**src/logic/ppu_pkg.sv**
```systemverilog
package ppu_pkg;

    // sprite geometry and memory sizes
    localparam int SPRITE_WIDTH = 8;
    localparam int NUM_OAM = 64;
    localparam int NUM_SEC = 8;
    localparam int NUM_TILES = 16;

    // raster timing, in pixel clocks
    localparam int COLS_PER_LINE = 341;
    localparam int LINES_PER_FRAME = 262;
    localparam int VISIBLE_COLS = 256;
    localparam int VISIBLE_ROWS = 240;
    localparam int CLK_DIV = 4;      // master clocks per pixel

    // host address map, byte addresses
    localparam logic [11:0] OAM_BASE = 12'h000;
    localparam logic [11:0] PAT_BASE = 12'h400;
    localparam logic [11:0] STATUS_ADDR = 12'h800;

    localparam logic [1:0] RESP_OKAY = 2'd0;
    localparam logic [1:0] RESP_SLVERR = 2'd2;

    typedef struct packed {
        logic [7:0] y_pos;
        logic [7:0] tile;
        logic [7:0] attribute;  // 7 vflip, 6 hflip, 5 prio, 1:0 palette
        logic [7:0] x_pos;
    } oam_entry_t;

    // host sees a plain word, evaluator sees the fields
    typedef union packed {
        logic [31:0] raw;
        oam_entry_t  entry;
    } oam_word_u;

    typedef struct packed {
        logic       active;
        logic [8:0] x_pos;
        logic [7:0] attribute;
        logic [7:0] bitmap_hi;
        logic [7:0] bitmap_lo;
    } second_oam_t;

    typedef struct packed {
        logic        awvalid;
        logic [11:0] awaddr;
        logic        wvalid;
        logic [31:0] wdata;
        logic        bready;
        logic        arvalid;
        logic [11:0] araddr;
        logic        rready;
    } axil_req_t;

    typedef struct packed {
        logic        awready;
        logic        wready;
        logic        bvalid;
        logic [1:0]  bresp;
        logic        arready;
        logic        rvalid;
        logic [31:0] rdata;
        logic [1:0]  rresp;
    } axil_rsp_t;

endpackage

```
**src/logic/sp_pixel.sv**
```systemverilog
`timescale 1ns/1ns

module sp_pixel (
    input  logic                 clk,     // master clock
    input  logic                 clk_en,  // pixel tick, master clock / 4
    input  logic                 arst_n,
    input  logic [8:0]           row,
    input  logic [8:0]           col,
    input  ppu_pkg::second_oam_t sec_oam [ppu_pkg::NUM_SEC],
    output logic [3:0]           sp_color_idx,  // palette above color bits
    output logic                 sp_prio
);
    import ppu_pkg::*;

    second_oam_t curr_sp;
    logic        sp_hit;
    logic [8:0]  curr_off;
    logic        visible;
    logic [8:0]  offset [NUM_SEC];
    logic [NUM_SEC-1:0] covers;

    assign visible = (col < 9'(VISIBLE_COLS)) && (row < 9'(VISIBLE_ROWS));

    always_comb begin
        for (int i = 0; i < NUM_SEC; i++) begin
            offset[i] = col - sec_oam[i].x_pos;
            covers[i] = sec_oam[i].active && (sec_oam[i].x_pos <= col)
                        && (offset[i] < 9'(SPRITE_WIDTH));
        end
    end

    // lowest slot index wins
    always_comb begin
        curr_sp = '0;
        curr_off = 9'd0;
        sp_hit = 1'b0;
        for (int i = NUM_SEC - 1; i >= 0; i--) begin
            if (covers[i]) begin
                curr_sp = sec_oam[i];
                curr_off = offset[i];
                sp_hit = 1'b1;
            end
        end
    end

    logic [2:0] bit_idx;
    logic [1:0] color_bits;

    always_comb begin
        if (curr_sp.attribute[6]) begin
            bit_idx = curr_off[2:0];          // mirrored
        end else begin
            bit_idx = 3'd7 - curr_off[2:0];   // msb is leftmost pixel
        end
        color_bits = {curr_sp.bitmap_hi[bit_idx], curr_sp.bitmap_lo[bit_idx]};
    end

    always_comb begin
        sp_color_idx = 4'd0;
        sp_prio = 1'b0;
        if (sp_hit && visible) begin
            sp_color_idx = {curr_sp.attribute[1:0], color_bits};
            sp_prio = curr_sp.attribute[5];
        end
    end

endmodule

```
**config.mk**
```make
export PLATFORM = sky130hd
export DESIGN_NAME = sp_pixel
export DESIGN_NICKNAME = d
export VERILOG_FILES = /design/src/logic/ppu_pkg.sv /design/src/logic/sp_pixel.sv
export SDC_FILE = /design/constraint.sdc
export NUM_CORES = 1
export LEC_CHECK = 0
export BUFFER_PORTS_ARGS = -buffer_cell sky130_fd_sc_hd__buf_2
export CORE_ASPECT_RATIO = 0.6
export CORE_MARGIN = 5
export CORE_UTILIZATION = 37
export DETAILED_ROUTE_END_ITERATION = 8
export GPL_TIMING_DRIVEN = 0
export PLACE_DENSITY = 0.72
export SYNTH_ARGS = -nofsm -noshare
export SYNTH_HDL_FRONTEND = slang
export SYNTH_SLANG_ARGS = --single-unit
```
**constraint.sdc**
```tcl
create_clock -name vclk -period 9.49
set_input_delay 0 -clock vclk [all_inputs]
set_output_delay 0 -clock vclk [all_outputs]
set_load 0.02 [all_outputs]
```
; After elaboration in Yosys (flattened, before gate mapping)
; Index checks and enable logic that the tools add are counted.
[classes]
addsub = 9
magnitude_cmp = 19
mux = 31
reduce_logical = 18
[op_table]
columns = cell, count
row1 = two-way mux 23 bit, 8
row2 = <= comparator 9 bit, 8
row3 = "< comparator 9 x 4 -> 1 bit, second input constant", 8
row4 = subtractor 9 bit, 8
row5 = two-way mux 3 bit, 9
row6 = logical AND 1 bit, 18
row7 = two-way mux 1 bit, 11
row8 = "< comparator 9 x 8 -> 1 bit, second input constant", 1
row9 = "< comparator 9 bit, second input constant", 1
row10 = binary-select mux 1 bit (select 3 bit), 2
row11 = "< comparator 3 x 4 -> 1 bit, second input constant", 1
row12 = two-way mux 4 bit, 1
row13 = "subtractor 3 bit, first input constant", 1
[word_totals]
ff_bits = 0

; Depth between registers and ports, before layout
; Gate-level depths: netlist (run 1).
[depth]
word_depth = 16
mapped_depth = 19
depth_no_buf = 17

; Worst setup path before layout (run 1)
; OpenSTA, ideal clock, no wires.
[synth_timing]
path_type = input to output
start = input col[0]
end = output sp_color_idx[0]
arrival_time_ps = 4002
slack_ps = 5488
stages = 18
n_path_buf = 1
path_cell_list = inv_1 -> ha_1 -> inv_1 -> fa_1 -> and3_4 -> or4_4 -> a2111oi_2 -> and4bb_1 -> and2_1 -> buf_4 -> nor2_2 -> a21oi_1 -> nor2_1 -> or3_1 -> xnor2_1 -> inv_1 -> mux4_2 -> o2bb2ai_1
[synth_between]
elab_chain_cells = 16
[synth_lines]
columns = element, line_no
row1 = "start, declared", sp_pixel.sv:8  ; input logic [8:0] col,
row2 = subtractor 9 bit / <= comparator 9 bit (equally long branches), "sp_pixel.sv:26, sp_pixel.sv:27"
row3 = < comparator 9 x 4 -> 1 bit / logical AND 1 bit (equally long branches), "sp_pixel.sv:28, sp_pixel.sv:27"
row4 = logical AND 1 bit, sp_pixel.sv:28  ; && (offset[i] < 9'(SPRITE_WIDTH));
row5 = two-way mux 3 bit (8 in a row), sp_pixel.sv:38  ; if (covers[i]) begin
row6 = subtractor 3 bit, sp_pixel.sv:53  ; bit_idx = 3'd7 - curr_off[2:0];
row7 = two-way mux 3 bit, sp_pixel.sv:50  ; if (curr_sp.attribute[6]) begin
row8 = binary-select mux 1 bit (select 3 bit), sp_pixel.sv:55  ; color_bits = {curr_sp.bitmap_hi[bit_idx], curr_sp.bitmap_lo[bit_idx]};
row9 = two-way mux 1 bit (implied by the code), sp_pixel.sv:55
row10 = two-way mux 4 bit (*), sp_pixel.sv:61  ; if (sp_hit && visible) begin
row11 = "end, declared", sp_pixel.sv:10  ; output logic [3:0] sp_color_idx,
; Every way passes the cells marked *; elsewhere a longest branch is shown, timed or not. The select of a mux whose other input is x is not followed.

; Final worst setup path (run 1)
; Same ends and word-level chain as after synthesis.

==> run summary, run 1 <==
FINISH
-------------------------------------------------------------------------------------
Number of sequential storage elements ..................................            0
Most frequent standard cell in the layout excluding fill and tap cells . sky130_fd_sc_hd__buf_2
FILL cells .............................................................         1410
Ratio of cells with drive above 1 in the final layout ..................       0.2839
Storage cell area ......................................................       0 um^2
Final design utilization ...............................................       0.4898
Area used by multi-input combinational logic ...........................    4639 um^2
Area Growth Syn to Fin .................................................       29.92%
Final #Nets ............................................................         1379
Most frequent cells in the layout ...................................... 264 x sky130_fd_sc_hd__buf_2, 101 x sky130_fd_sc_hd__inv_1, 72 x sky130_fd_sc_hd__ha_1
Clock buffer count .....................................................            0

GLOBAL ROUTING
-------------------------------------------------------------------------------------
Overall overflow remaining after global route ..........................            0
Number of global-route vias before repair ..............................         6056
Global router's overall resource usage .................................       0.2458
Maximum number of pins on one net before global-route repair ...........           17
Number of antenna violations at the first check in global routing ......            0
Wire length of the first global-routing pass ...........................     32500 um

YOSYS
-------------------------------------------------------------------------------------
Syn Nets ...............................................................         1118
Yosys synthesis warning count ..........................................            0
Count of mapped cells out of synthesis .................................          745
Yosys cell types .......................................................           76
Netlist area before placement ..........................................    5152 um^2
Sequential cell area fraction in the yosys report ......................            0
Mapped Avg Cell Area ...................................................   6.916 um^2

STA
-------------------------------------------------------------------------------------
Number of setup violations in the final report .........................            0
Max Clock Freq .........................................................   0.1970 GHz
Final period utilization ...............................................       0.5349
Min cycle time layout ..................................................     5.076 ns
Setup total negative slack .............................................         0 ns
Final Slew Violations ..................................................            0
Hold Fails Final Rpt ...................................................            0
Worst-case setup margin in the final layout ............................     4.414 ns
Tightest Pin Transition ................................................     1.190 ns
Hold WS ................................................................    0.4191 ns
Worst max-slew margin expressed relative to the limit ..................       0.2003
Unrepaired setup endpoints after global routing ........................        false

ROUTE
-------------------------------------------------------------------------------------
Via density per instance ...............................................        5.748
Residual antenna-violating net count after detailed routing ............            0
Number of optimization iterations in the first detailed-route pass .....            6
DR WL/cell .............................................................     18.52 um
Drt initial violations .................................................          766
Total DRC errors in the routed layout ..................................            0
WL final ...............................................................     22190 um
Total vias in the final route ..........................................         6886

FLOORPLAN
-------------------------------------------------------------------------------------
Boundary pin count .....................................................          298
Die height .............................................................     101.4 um
Width of the die .......................................................     162.3 um
Floorplan die area .....................................................   16460 um^2
Initial cell density of the core .......................................       0.3770
Core area ..............................................................   13670 um^2
Row cnt ................................................................           33

HOLD PATH
-------------------------------------------------------------------------------------
Hold Path End ..........................................................      sp_prio
Hold Crit Start ........................................................ sec_oam[259]
Class of the tightest hold or removal check ............................ primary input to primary output
Worst hold path cell count .............................................            4

POWER AND IR DROP
-------------------------------------------------------------------------------------
Design internal power ..................................................     144.3 uW
Fraction of power consumed by combinational cells ......................        1.000
Reg power frac .........................................................            0
Highest ir drop seen on vdd ............................................ 0.00001866 V
Switching part of the total power ......................................       0.5401
P_sw ...................................................................     169.4 uW
Leakage power figure ...................................................  0.003374 uW
Pwr dens ............................................................... 46.87 nW/um^2
Part of the power in the clock network .................................            0

PLACE
-------------------------------------------------------------------------------------
Final weighted congestion in routability-driven placement ..............        1.031
Port Buf Inserts .......................................................          259
Setup slack at placement ...............................................     4.458 ns
Post-detail-place hpwl .................................................     19160 um

RUN
-------------------------------------------------------------------------------------
Maximum capacitance violations .........................................            0

CTS
-------------------------------------------------------------------------------------
# hold bufs at CTS .....................................................            0
PostCTS Resize Cnt .....................................................            0
Post-CTS setup buffers .................................................            0

SETUP PATH
-------------------------------------------------------------------------------------
Arr. time, crit path ...................................................      5.08 ns
Crit Path Class ........................................................ primary input to primary output
Critical path endpoint category ........................................ primary output
Worst-path cell chain .................................................. buf_2, inv_1, ha_1, inv_1, fa_1, nand3_1, a2111oi_0, a2111oi_0, xor2_1, nand4_1, nor2_1, clkbuf_1, a22oi_1, o221ai_1, a31oi_1, mux4_2, o2bb2ai_1, buf_2
Maximum fanout encountered on the critical timing path .................           10
Required arrival time at the worst endpoint ............................      9.49 ns
CP peak stage delay ....................................................      0.66 ns
Cell with the biggest individual delay on the critical path ............ sky130_fd_sc_hd__nor2_1
Crit path launch type .................................................. primary input

RUN STATUS
-------------------------------------------------------------------------------------
Run status ............................................................. finished, final reports clean

[area by class of cell]
cell class,count,share of cell area
buffer,30,0.02000
inverter,101,0.05664
antenna,2,0.0007477
tap,192,0.03589
timing repair buffer,259,0.1936
multi-input combinational,614,0.6931
[power by group through the flow]
stage          logic [uW]  clock network (uW)  registers [uW]
3_5_place_dp          305                   0               0
6_report              314           0.0000282               0
4_1_cts               307                   0               0
3_3_place_gp          302                   0               0
5_1_grt               346                   0               0
2_1_floorplan         196                   0               0
[per-layer routing]
metal	share of wire	track usage	routed length (um)
met3	0.10	0.02887	2254
met5	0	0	0
met4	0.010	0.02144	226
met2	0.39	0.3367	8620
met1	0.50	0.4112	11090
[worst max-delay path: cells and delay by family]
family / cells / cell delay, ns
adder cells (fa/ha/maj): 2 / 0.66
buffers and inverters: 5 / 1.05
AND/OR/NAND/NOR: 3 / 1.17
multiplexers: 1 / 0.51
XOR/XNOR: 1 / 0.22
AO/OA/AOI/OAI: 6 / 1.46
[how the worst max path moves through the flow]
stage	from	to	cells past startpoint
after CTS	col[0]	sp_color_idx[0]	20
after floorplan	col[0]	sp_color_idx[0]	18
after global routing	col[0]	sp_color_idx[1]	20
after global placement	col[0]	sp_color_idx[0]	20
final	col[0]	sp_color_idx[0]	18
after detailed placement	col[0]	sp_color_idx[0]	20
[cells in the mapped netlist, types with 5 or more instances]
cell / n / area [um^2]
sky130_fd_sc_hd__xor2_1: 8 / 70.07
sky130_fd_sc_hd__xnor2_1: 15 / 131.4
sky130_fd_sc_hd__a22o_1: 6 / 52.55
sky130_fd_sc_hd__a21oi_1: 67 / 335.3
sky130_fd_sc_hd__o211ai_1: 7 / 52.55
sky130_fd_sc_hd__o21ai_0: 39 / 195.2
sky130_fd_sc_hd__o221ai_1: 6 / 52.55
sky130_fd_sc_hd__o31ai_1: 11 / 82.58
sky130_fd_sc_hd__fa_1: 8 / 160.2
sky130_fd_sc_hd__o22ai_1: 9 / 56.30
sky130_fd_sc_hd__clkbuf_1: 20 / 75.07
sky130_fd_sc_hd__nor3_1: 20 / 100.1
sky130_fd_sc_hd__a21o_1: 13 / 97.59
sky130_fd_sc_hd__a221oi_1: 20 / 175.2
sky130_fd_sc_hd__a211oi_1: 12 / 90.09
sky130_fd_sc_hd__mux2i_1: 8 / 80.08
sky130_fd_sc_hd__buf_2: 5 / 25.02
sky130_fd_sc_hd__nand2b_1: 21 / 131.4
sky130_fd_sc_hd__a2111oi_0: 11 / 96.34
sky130_fd_sc_hd__nor2_1: 62 / 232.7
sky130_fd_sc_hd__nor2b_1: 24 / 150.1
sky130_fd_sc_hd__nand4_1: 9 / 56.30
sky130_fd_sc_hd__nand3_1: 11 / 55.05
sky130_fd_sc_hd__a31oi_1: 7 / 43.79
sky130_fd_sc_hd__nand2_1: 30 / 112.6
sky130_fd_sc_hd__ha_1: 72 / 900.9
sky130_fd_sc_hd__inv_1: 101 / 379.1
sky130_fd_sc_hd__a22oi_1: 31 / 232.7
[through the flow]
step	cells	area [um^2]	power, uW
after global routing	1196	6689	345.8
after floorplan	745	5152	196.2
after CTS	1196	6689	307.1
after global placement	1196	6689	301.9
after detailed placement	1196	6689	305.2
final	1198	6694	313.7
[cells by family after synthesis]
kind of cell,share of synthesized area
compound gates,0.3893
mux,0.04687
buf+inv,0.09956
fa+ha+maj,0.2059
xor+xnor,0.04226
simple gates,0.2161
Power figures use the tool's default switching activity.
==> run 2: changes to the inputs <==
Settings changed: ABC_AREA from default to 1.
Clock period 9.49 ns to 4.2 ns, I/O delays scaled along.
==> run summary, run 2 <==
RUN STATUS
-------------------------------------------------------------------------------------
Run status ............................................................. finished, final reports clean

STA
-------------------------------------------------------------------------------------
Tightest Pin Transition ................................................    0.5249 ns
Unrepaired setup endpoints after global routing ........................        false
Final Slew Violations ..................................................            0
Hold Fails Final Rpt ...................................................            0
Worst-case setup margin in the final layout ............................    0.2804 ns
Hold WS ................................................................    0.3750 ns
Min cycle time layout ..................................................     3.920 ns
Worst max-slew margin expressed relative to the limit ..................       0.6501
Number of setup violations in the final report .........................            0
Final period utilization ...............................................       0.9332
Setup total negative slack .............................................         0 ns
Max Clock Freq .........................................................   0.2551 GHz

FINISH
-------------------------------------------------------------------------------------
Most frequent standard cell in the layout excluding fill and tap cells . sky130_fd_sc_hd__nand2_1
Diode count ............................................................            0
Final #Nets ............................................................         1794
Number of sequential storage elements ..................................            0
Area Growth Syn to Fin .................................................       25.49%
FILL cells .............................................................         1787
Clock buffer count .....................................................            0
Most frequent cells in the layout ...................................... 368 x sky130_fd_sc_hd__nand2_1, 273 x sky130_fd_sc_hd__buf_2, 186 x sky130_fd_sc_hd__inv_1
Ratio of cells with drive above 1 in the final layout ..................       0.2467
Storage cell area ......................................................       0 um^2

FLOORPLAN
-------------------------------------------------------------------------------------
Core area ..............................................................   16220 um^2
Width of the die .......................................................     176.1 um
Boundary pin count .....................................................          298
Row cnt ................................................................           36
Die height .............................................................     109.7 um
Initial cell density of the core .......................................       0.3778
Floorplan die area .....................................................   19310 um^2

ROUTE
-------------------------------------------------------------------------------------
Via density per instance ...............................................        5.060
Drt initial violations .................................................          903
Total DRC errors in the routed layout ..................................            0
Total vias in the final route ..........................................         8238
WL final ...............................................................     24790 um
Residual antenna-violating net count after detailed routing ............            0
Number of optimization iterations in the first detailed-route pass .....            8
DR WL/cell .............................................................     15.23 um

SETUP PATH
-------------------------------------------------------------------------------------
Cell with the biggest individual delay on the critical path ............ sky130_fd_sc_hd__clkbuf_1
Critical path endpoint category ........................................ primary output
Worst-path cell chain .................................................. buf_2, clkinvlp_4, ha_1, inv_1, fa_1, nand2_1, nand3_2, nand3b_1, nand2_1, nand2_1, nand2_1, nand2_1, nor2_4, nand2_4, clkbuf_1, nor2_1, o21ai_0, o21ai_0, o21ai_0, nor2_1, o21ai_0, o211ai_1, a31oi_1, buf_2
CP startpoint ..........................................................       col[0]
Crit Path Class ........................................................ primary input to primary output
CP peak stage delay ....................................................      0.40 ns
Cell type with the highest occurrence count on the critical path ....... sky130_fd_sc_hd__nand2_1
Total buffers and inverters traversed by the critical path .............            5
Family with the most delay on the worst path ........................... compound AO/OA/AOI/OAI gates
Arr. time, crit path ...................................................      3.92 ns
Required arrival time at the worst endpoint ............................      4.20 ns
Crit path launch type .................................................. primary input
Maximum fanout encountered on the critical timing path .................           10

RUN
-------------------------------------------------------------------------------------
Maximum capacitance violations .........................................            0

YOSYS
-------------------------------------------------------------------------------------
Library cell occupying the most area in the post-synthesis netlist ..... sky130_fd_sc_hd__nand2_1
Fraction of synthesized cell area taken by the top area cell type ......       0.2255
Yosys cell types .......................................................           44
Yosys synthesis warning count ..........................................            0
Cell with the most instances after synthesis ........................... sky130_fd_sc_hd__nand2_1
Netlist area before placement ..........................................    6126 um^2
Top cells by area in the synthesized netlist ........................... sky130_fd_sc_hd__nand2_1 23%, sky130_fd_sc_hd__ha_1 15%, sky130_fd_sc_hd__nand3_1 13%
Mapped Avg Cell Area ...................................................   5.281 um^2
Sequential cell area fraction in the yosys report ......................            0
Count of mapped cells out of synthesis .................................         1160
Syn Nets ...............................................................         1533
Most used standard cells in the synthesized netlist .................... 368 x sky130_fd_sc_hd__nand2_1, 187 x sky130_fd_sc_hd__inv_1, 160 x sky130_fd_sc_hd__nand3_1

PLACE
-------------------------------------------------------------------------------------
Final weighted congestion in routability-driven placement ..............       0.9589
Setup slack at placement ...............................................    0.3306 ns
Post-detail-place hpwl .................................................     21680 um
Port Buf Inserts .......................................................          259

POWER AND IR DROP
-------------------------------------------------------------------------------------
Design internal power ..................................................     321.7 uW
P_sw ...................................................................     466.5 uW
Highest ir drop seen on vdd ............................................ 0.00005165 V
Fraction of power consumed by combinational cells ......................        1.000
Pwr dens ............................................................... 102.5 nW/um^2
Leakage power figure ...................................................  0.004741 uW
Part of the power in the clock network .................................            0
Reg power frac .........................................................            0
Switching part of the total power ......................................       0.5918

GLOBAL ROUTING
-------------------------------------------------------------------------------------
Number of global-route vias before repair ..............................         7325
Wire length of the first global-routing pass ...........................     37720 um
Overall overflow remaining after global route ..........................            0
Number of antenna violations at the first check in global routing ......            0
Maximum number of pins on one net before global-route repair ...........           17
Global router's overall resource usage .................................       0.2404

CTS
-------------------------------------------------------------------------------------
Post-CTS setup buffers .................................................            0

HOLD PATH
-------------------------------------------------------------------------------------
Hold Crit Start ........................................................ sec_oam[220]
Class of the tightest hold or removal check ............................ primary input to primary output

[run 2: cell types whose count changed after synthesis, moves of 24 or more]
cell	change
sky130_fd_sc_hd__nand3_1	+149
sky130_fd_sc_hd__inv_1	+86
sky130_fd_sc_hd__a21oi_1	-25
sky130_fd_sc_hd__nand2_1	+338
sky130_fd_sc_hd__a22oi_1	-31
sky130_fd_sc_hd__or2_2	+37
sky130_fd_sc_hd__nor2b_1	-24
[run 2: cell type report]
cell class,count,area (um^2),share of cell area
inverter,192,724.4,0.09424
tap,209,261.5,0.03402
timing repair buffer,259,1296,0.1686
multi-input combinational,939,5264,0.6847
buffer,29,141.4,0.01839
[run 2: worst paths after layout]
kind	end	cells past startpoint
setup / recovery	sp_prio	24
hold / removal	sp_color_idx[2]	4
[run 2: power by group through the flow]
stage	clock network (uW)	logic, uW	registers (uW)
after floorplan	0	512	0
after global placement	0	762	0
after detailed placement	0	774	0
after CTS	0	776	0
after global routing	0	890	0
final	0	788	0
[run 2: kinds of logic (layout without fill, tap and decap cells)]
group	Yosys count	after routing	share of synthesized area
buf+inv	221	480	0.1407
xor+xnor	32	32	0.04575
compound gates	129	129	0.1254
fa+ha+maj	80	80	0.1732
simple gates	698	698	0.5149
[run 2: tightest hold or removal path, stage by stage]
cell	delay, ns
sky130_fd_sc_hd__buf_2	0.10
sky130_fd_sc_hd__nand2_1	0.05
sky130_fd_sc_hd__a31oi_1	0.07
sky130_fd_sc_hd__buf_2	0.15
[run 2: timing repair]
item | in CTS | in global routing
setup endpoints to repair | 0 | 4
gates resized for setup | 0 | 1
hold buffers | 0 | 0
[run 2: metal layers]
metal / vias up / GRT usage / share of wire
met3: 14 / 0.03952 / 0.092
li1: 4261 / - / -
met1: 3621 / 0.3907 / 0.50
met5: - / 0 / 0
met4: 0 / 0.01502 / 0.0056
met2: 342 / 0.3371 / 0.40
[run 2: through the flow]
step                      power [uW]    util  instance area [um^2]  cells
after detailed placement       773.6  0.4738                  7684   1628
after CTS                      776.0  0.4738                  7684   1628
after global placement         761.7  0.4738                  7684   1628
after floorplan                512.3       -                  6126   1160
after global routing           889.7  0.4741                  7687   1628
final                          788.3  0.4741                  7687   1628
==> run 3: changes to the inputs <==
Settings changed: BUFFER_PORTS_ARGS -buffer_cell sky130_fd_sc_hd__buf_2 to -buffer_cell sky130_fd_sc_hd__buf_4, CORE_UTILIZATION 37 to 45, PLACE_DENSITY 0.72 to 0.85.
==> run summary, run 3 (synthesis results as in run 2) <==
HOLD PATH
-------------------------------------------------------------------------------------
Class of the tightest hold or removal check ............................ primary input to primary output

FLOORPLAN
-------------------------------------------------------------------------------------
Core area ..............................................................   13500 um^2
Die height .............................................................     100.4 um
Initial cell density of the core .......................................       0.4537
Width of the die .......................................................     160.6 um
Row cnt ................................................................           33
Floorplan die area .....................................................   16120 um^2
Boundary pin count .....................................................          298

STA
-------------------------------------------------------------------------------------
Worst-case setup margin in the final layout ............................    0.2815 ns
Worst max-slew margin expressed relative to the limit ..................       0.6717
Final Slew Violations ..................................................            0
Tightest Pin Transition ................................................    0.4925 ns
Setup total negative slack .............................................         0 ns
Number of setup violations in the final report .........................            0
Final period utilization ...............................................       0.9330
Hold Fails Final Rpt ...................................................            0
Unrepaired setup endpoints after global routing ........................        false
Min cycle time layout ..................................................     3.918 ns
Max Clock Freq .........................................................   0.2552 GHz
Hold WS ................................................................    0.3812 ns

RUN
-------------------------------------------------------------------------------------
Maximum capacitance violations .........................................            0

GLOBAL ROUTING
-------------------------------------------------------------------------------------
Global router's overall resource usage .................................       0.2889
Overall overflow remaining after global route ..........................            0
Number of antenna violations at the first check in global routing ......            1
Wire length of the first global-routing pass ...........................     38450 um
Maximum number of pins on one net before global-route repair ...........           17
Number of global-route vias before repair ..............................         7708

SETUP PATH
-------------------------------------------------------------------------------------
Critical path endpoint category ........................................ primary output
Crit Path Class ........................................................ primary input to primary output
Required arrival time at the worst endpoint ............................      4.20 ns
Crit path launch type .................................................. primary input
Maximum fanout encountered on the critical timing path .................           10
Arr. time, crit path ...................................................      3.92 ns

FINISH
-------------------------------------------------------------------------------------
Clock buffer count .....................................................            0
Number of sequential storage elements ..................................            0
Most frequent standard cell in the layout excluding fill and tap cells . sky130_fd_sc_hd__nand2_1
Final std cell area, no fill ...........................................    8292 um^2
Most frequent cells in the layout ...................................... 368 x sky130_fd_sc_hd__nand2_1, 261 x sky130_fd_sc_hd__buf_4, 187 x sky130_fd_sc_hd__inv_1
FILL cells .............................................................         1322
Ratio of cells with drive above 1 in the final layout ..................       0.2459
Area Growth Syn to Fin .................................................       35.36%
Final #Nets ............................................................         1794
Storage cell area ......................................................       0 um^2

PLACE
-------------------------------------------------------------------------------------
Post-detail-place hpwl .................................................     21430 um
Final weighted congestion in routability-driven placement ..............        1.026
Port Buf Inserts .......................................................          259
Standard cell area after detailed placement ............................    8289 um^2
Setup slack at placement ...............................................    0.4077 ns

ROUTE
-------------------------------------------------------------------------------------
WL final ...............................................................     24590 um
Number of optimization iterations in the first detailed-route pass .....            5
Total DRC errors in the routed layout ..................................            0
Drt initial violations .................................................          771
Total vias in the final route ..........................................         8445
Via density per instance ...............................................        5.295
DR WL/cell .............................................................     15.42 um
Residual antenna-violating net count after detailed routing ............            0

CTS
-------------------------------------------------------------------------------------
# hold bufs at CTS .....................................................            0
Post-CTS setup buffers .................................................            0
PostCTS Resize Cnt .....................................................            0

RUN STATUS
-------------------------------------------------------------------------------------
Run status ............................................................. finished, final reports clean

[run 3: cell count changes in the layout (fill, tap and decap cells not counted), sizes merged]
cell	change
clkinvlp	-1
diode	+1
inv	+1
[run 3: area by class of cell]
| cell class | count | area (um^2) | share of cell area |
|---|---|---|---|
| multi-input combinational | 939 | 5264 | 0.6348 |
| timing repair buffer | 259 | 1944 | 0.2345 |
| inverter | 192 | 720.7 | 0.08692 |
| tap | 175 | 219.0 | 0.02641 |
| buffer | 29 | 141.4 | 0.01705 |
| antenna | 1 | 2.502 | 0.0003018 |
[run 3: worst max-delay path, cell delays in order]
cell and delay, ns:
sky130_fd_sc_hd__buf_4 0.10, sky130_fd_sc_hd__inv_1 0.31, sky130_fd_sc_hd__ha_1 0.23, sky130_fd_sc_hd__inv_1 0.09, sky130_fd_sc_hd__fa_1 0.38, sky130_fd_sc_hd__nand2_1 0.13
sky130_fd_sc_hd__nand3_2 0.11, sky130_fd_sc_hd__nand3b_1 0.12, sky130_fd_sc_hd__nand2_1 0.06, sky130_fd_sc_hd__nand2_1 0.05, sky130_fd_sc_hd__nand2_1 0.05, sky130_fd_sc_hd__nand2_1 0.09
sky130_fd_sc_hd__nor2_4 0.07, sky130_fd_sc_hd__nand2_4 0.15, sky130_fd_sc_hd__clkbuf_1 0.41, sky130_fd_sc_hd__nand2_1 0.10, sky130_fd_sc_hd__nor4_1 0.46, sky130_fd_sc_hd__nand3_1 0.25
sky130_fd_sc_hd__o211ai_1 0.22, sky130_fd_sc_hd__inv_1 0.13, sky130_fd_sc_hd__o21ai_0 0.14, sky130_fd_sc_hd__a31oi_1 0.08, sky130_fd_sc_hd__buf_4 0.18
[run 3: routing by layer]
| layer | vias to the layer above | track usage | routed length [um] |
|---|---|---|---|
| met1 | 3715 | 0.4317 | 11210 |
| met4 | 0 | 0.03767 | 338 |
| met3 | 32 | 0.05581 | 2858 |
| met5 | - | 0 | 0 |
| li1 | 4252 | - | - |
| met2 | 446 | 0.4394 | 10180 |
[run 3: per-stage QoR]
step,utilization,std cells
final,0.6141,1595
after global routing,0.6139,1594
after CTS,0.6139,1594
after detailed placement,0.6139,1594
after global placement,0.6139,1594
after floorplan,-,1160
[run 3: path summary, 6_finish.rpt]
| kind | cells past startpoint | from | endpoint |
|---|---|---|---|
| worst min-delay path | 4 | sec_oam[220] | sp_color_idx[2] |
| worst max-delay path | 23 | col[0] | sp_color_idx[3] |
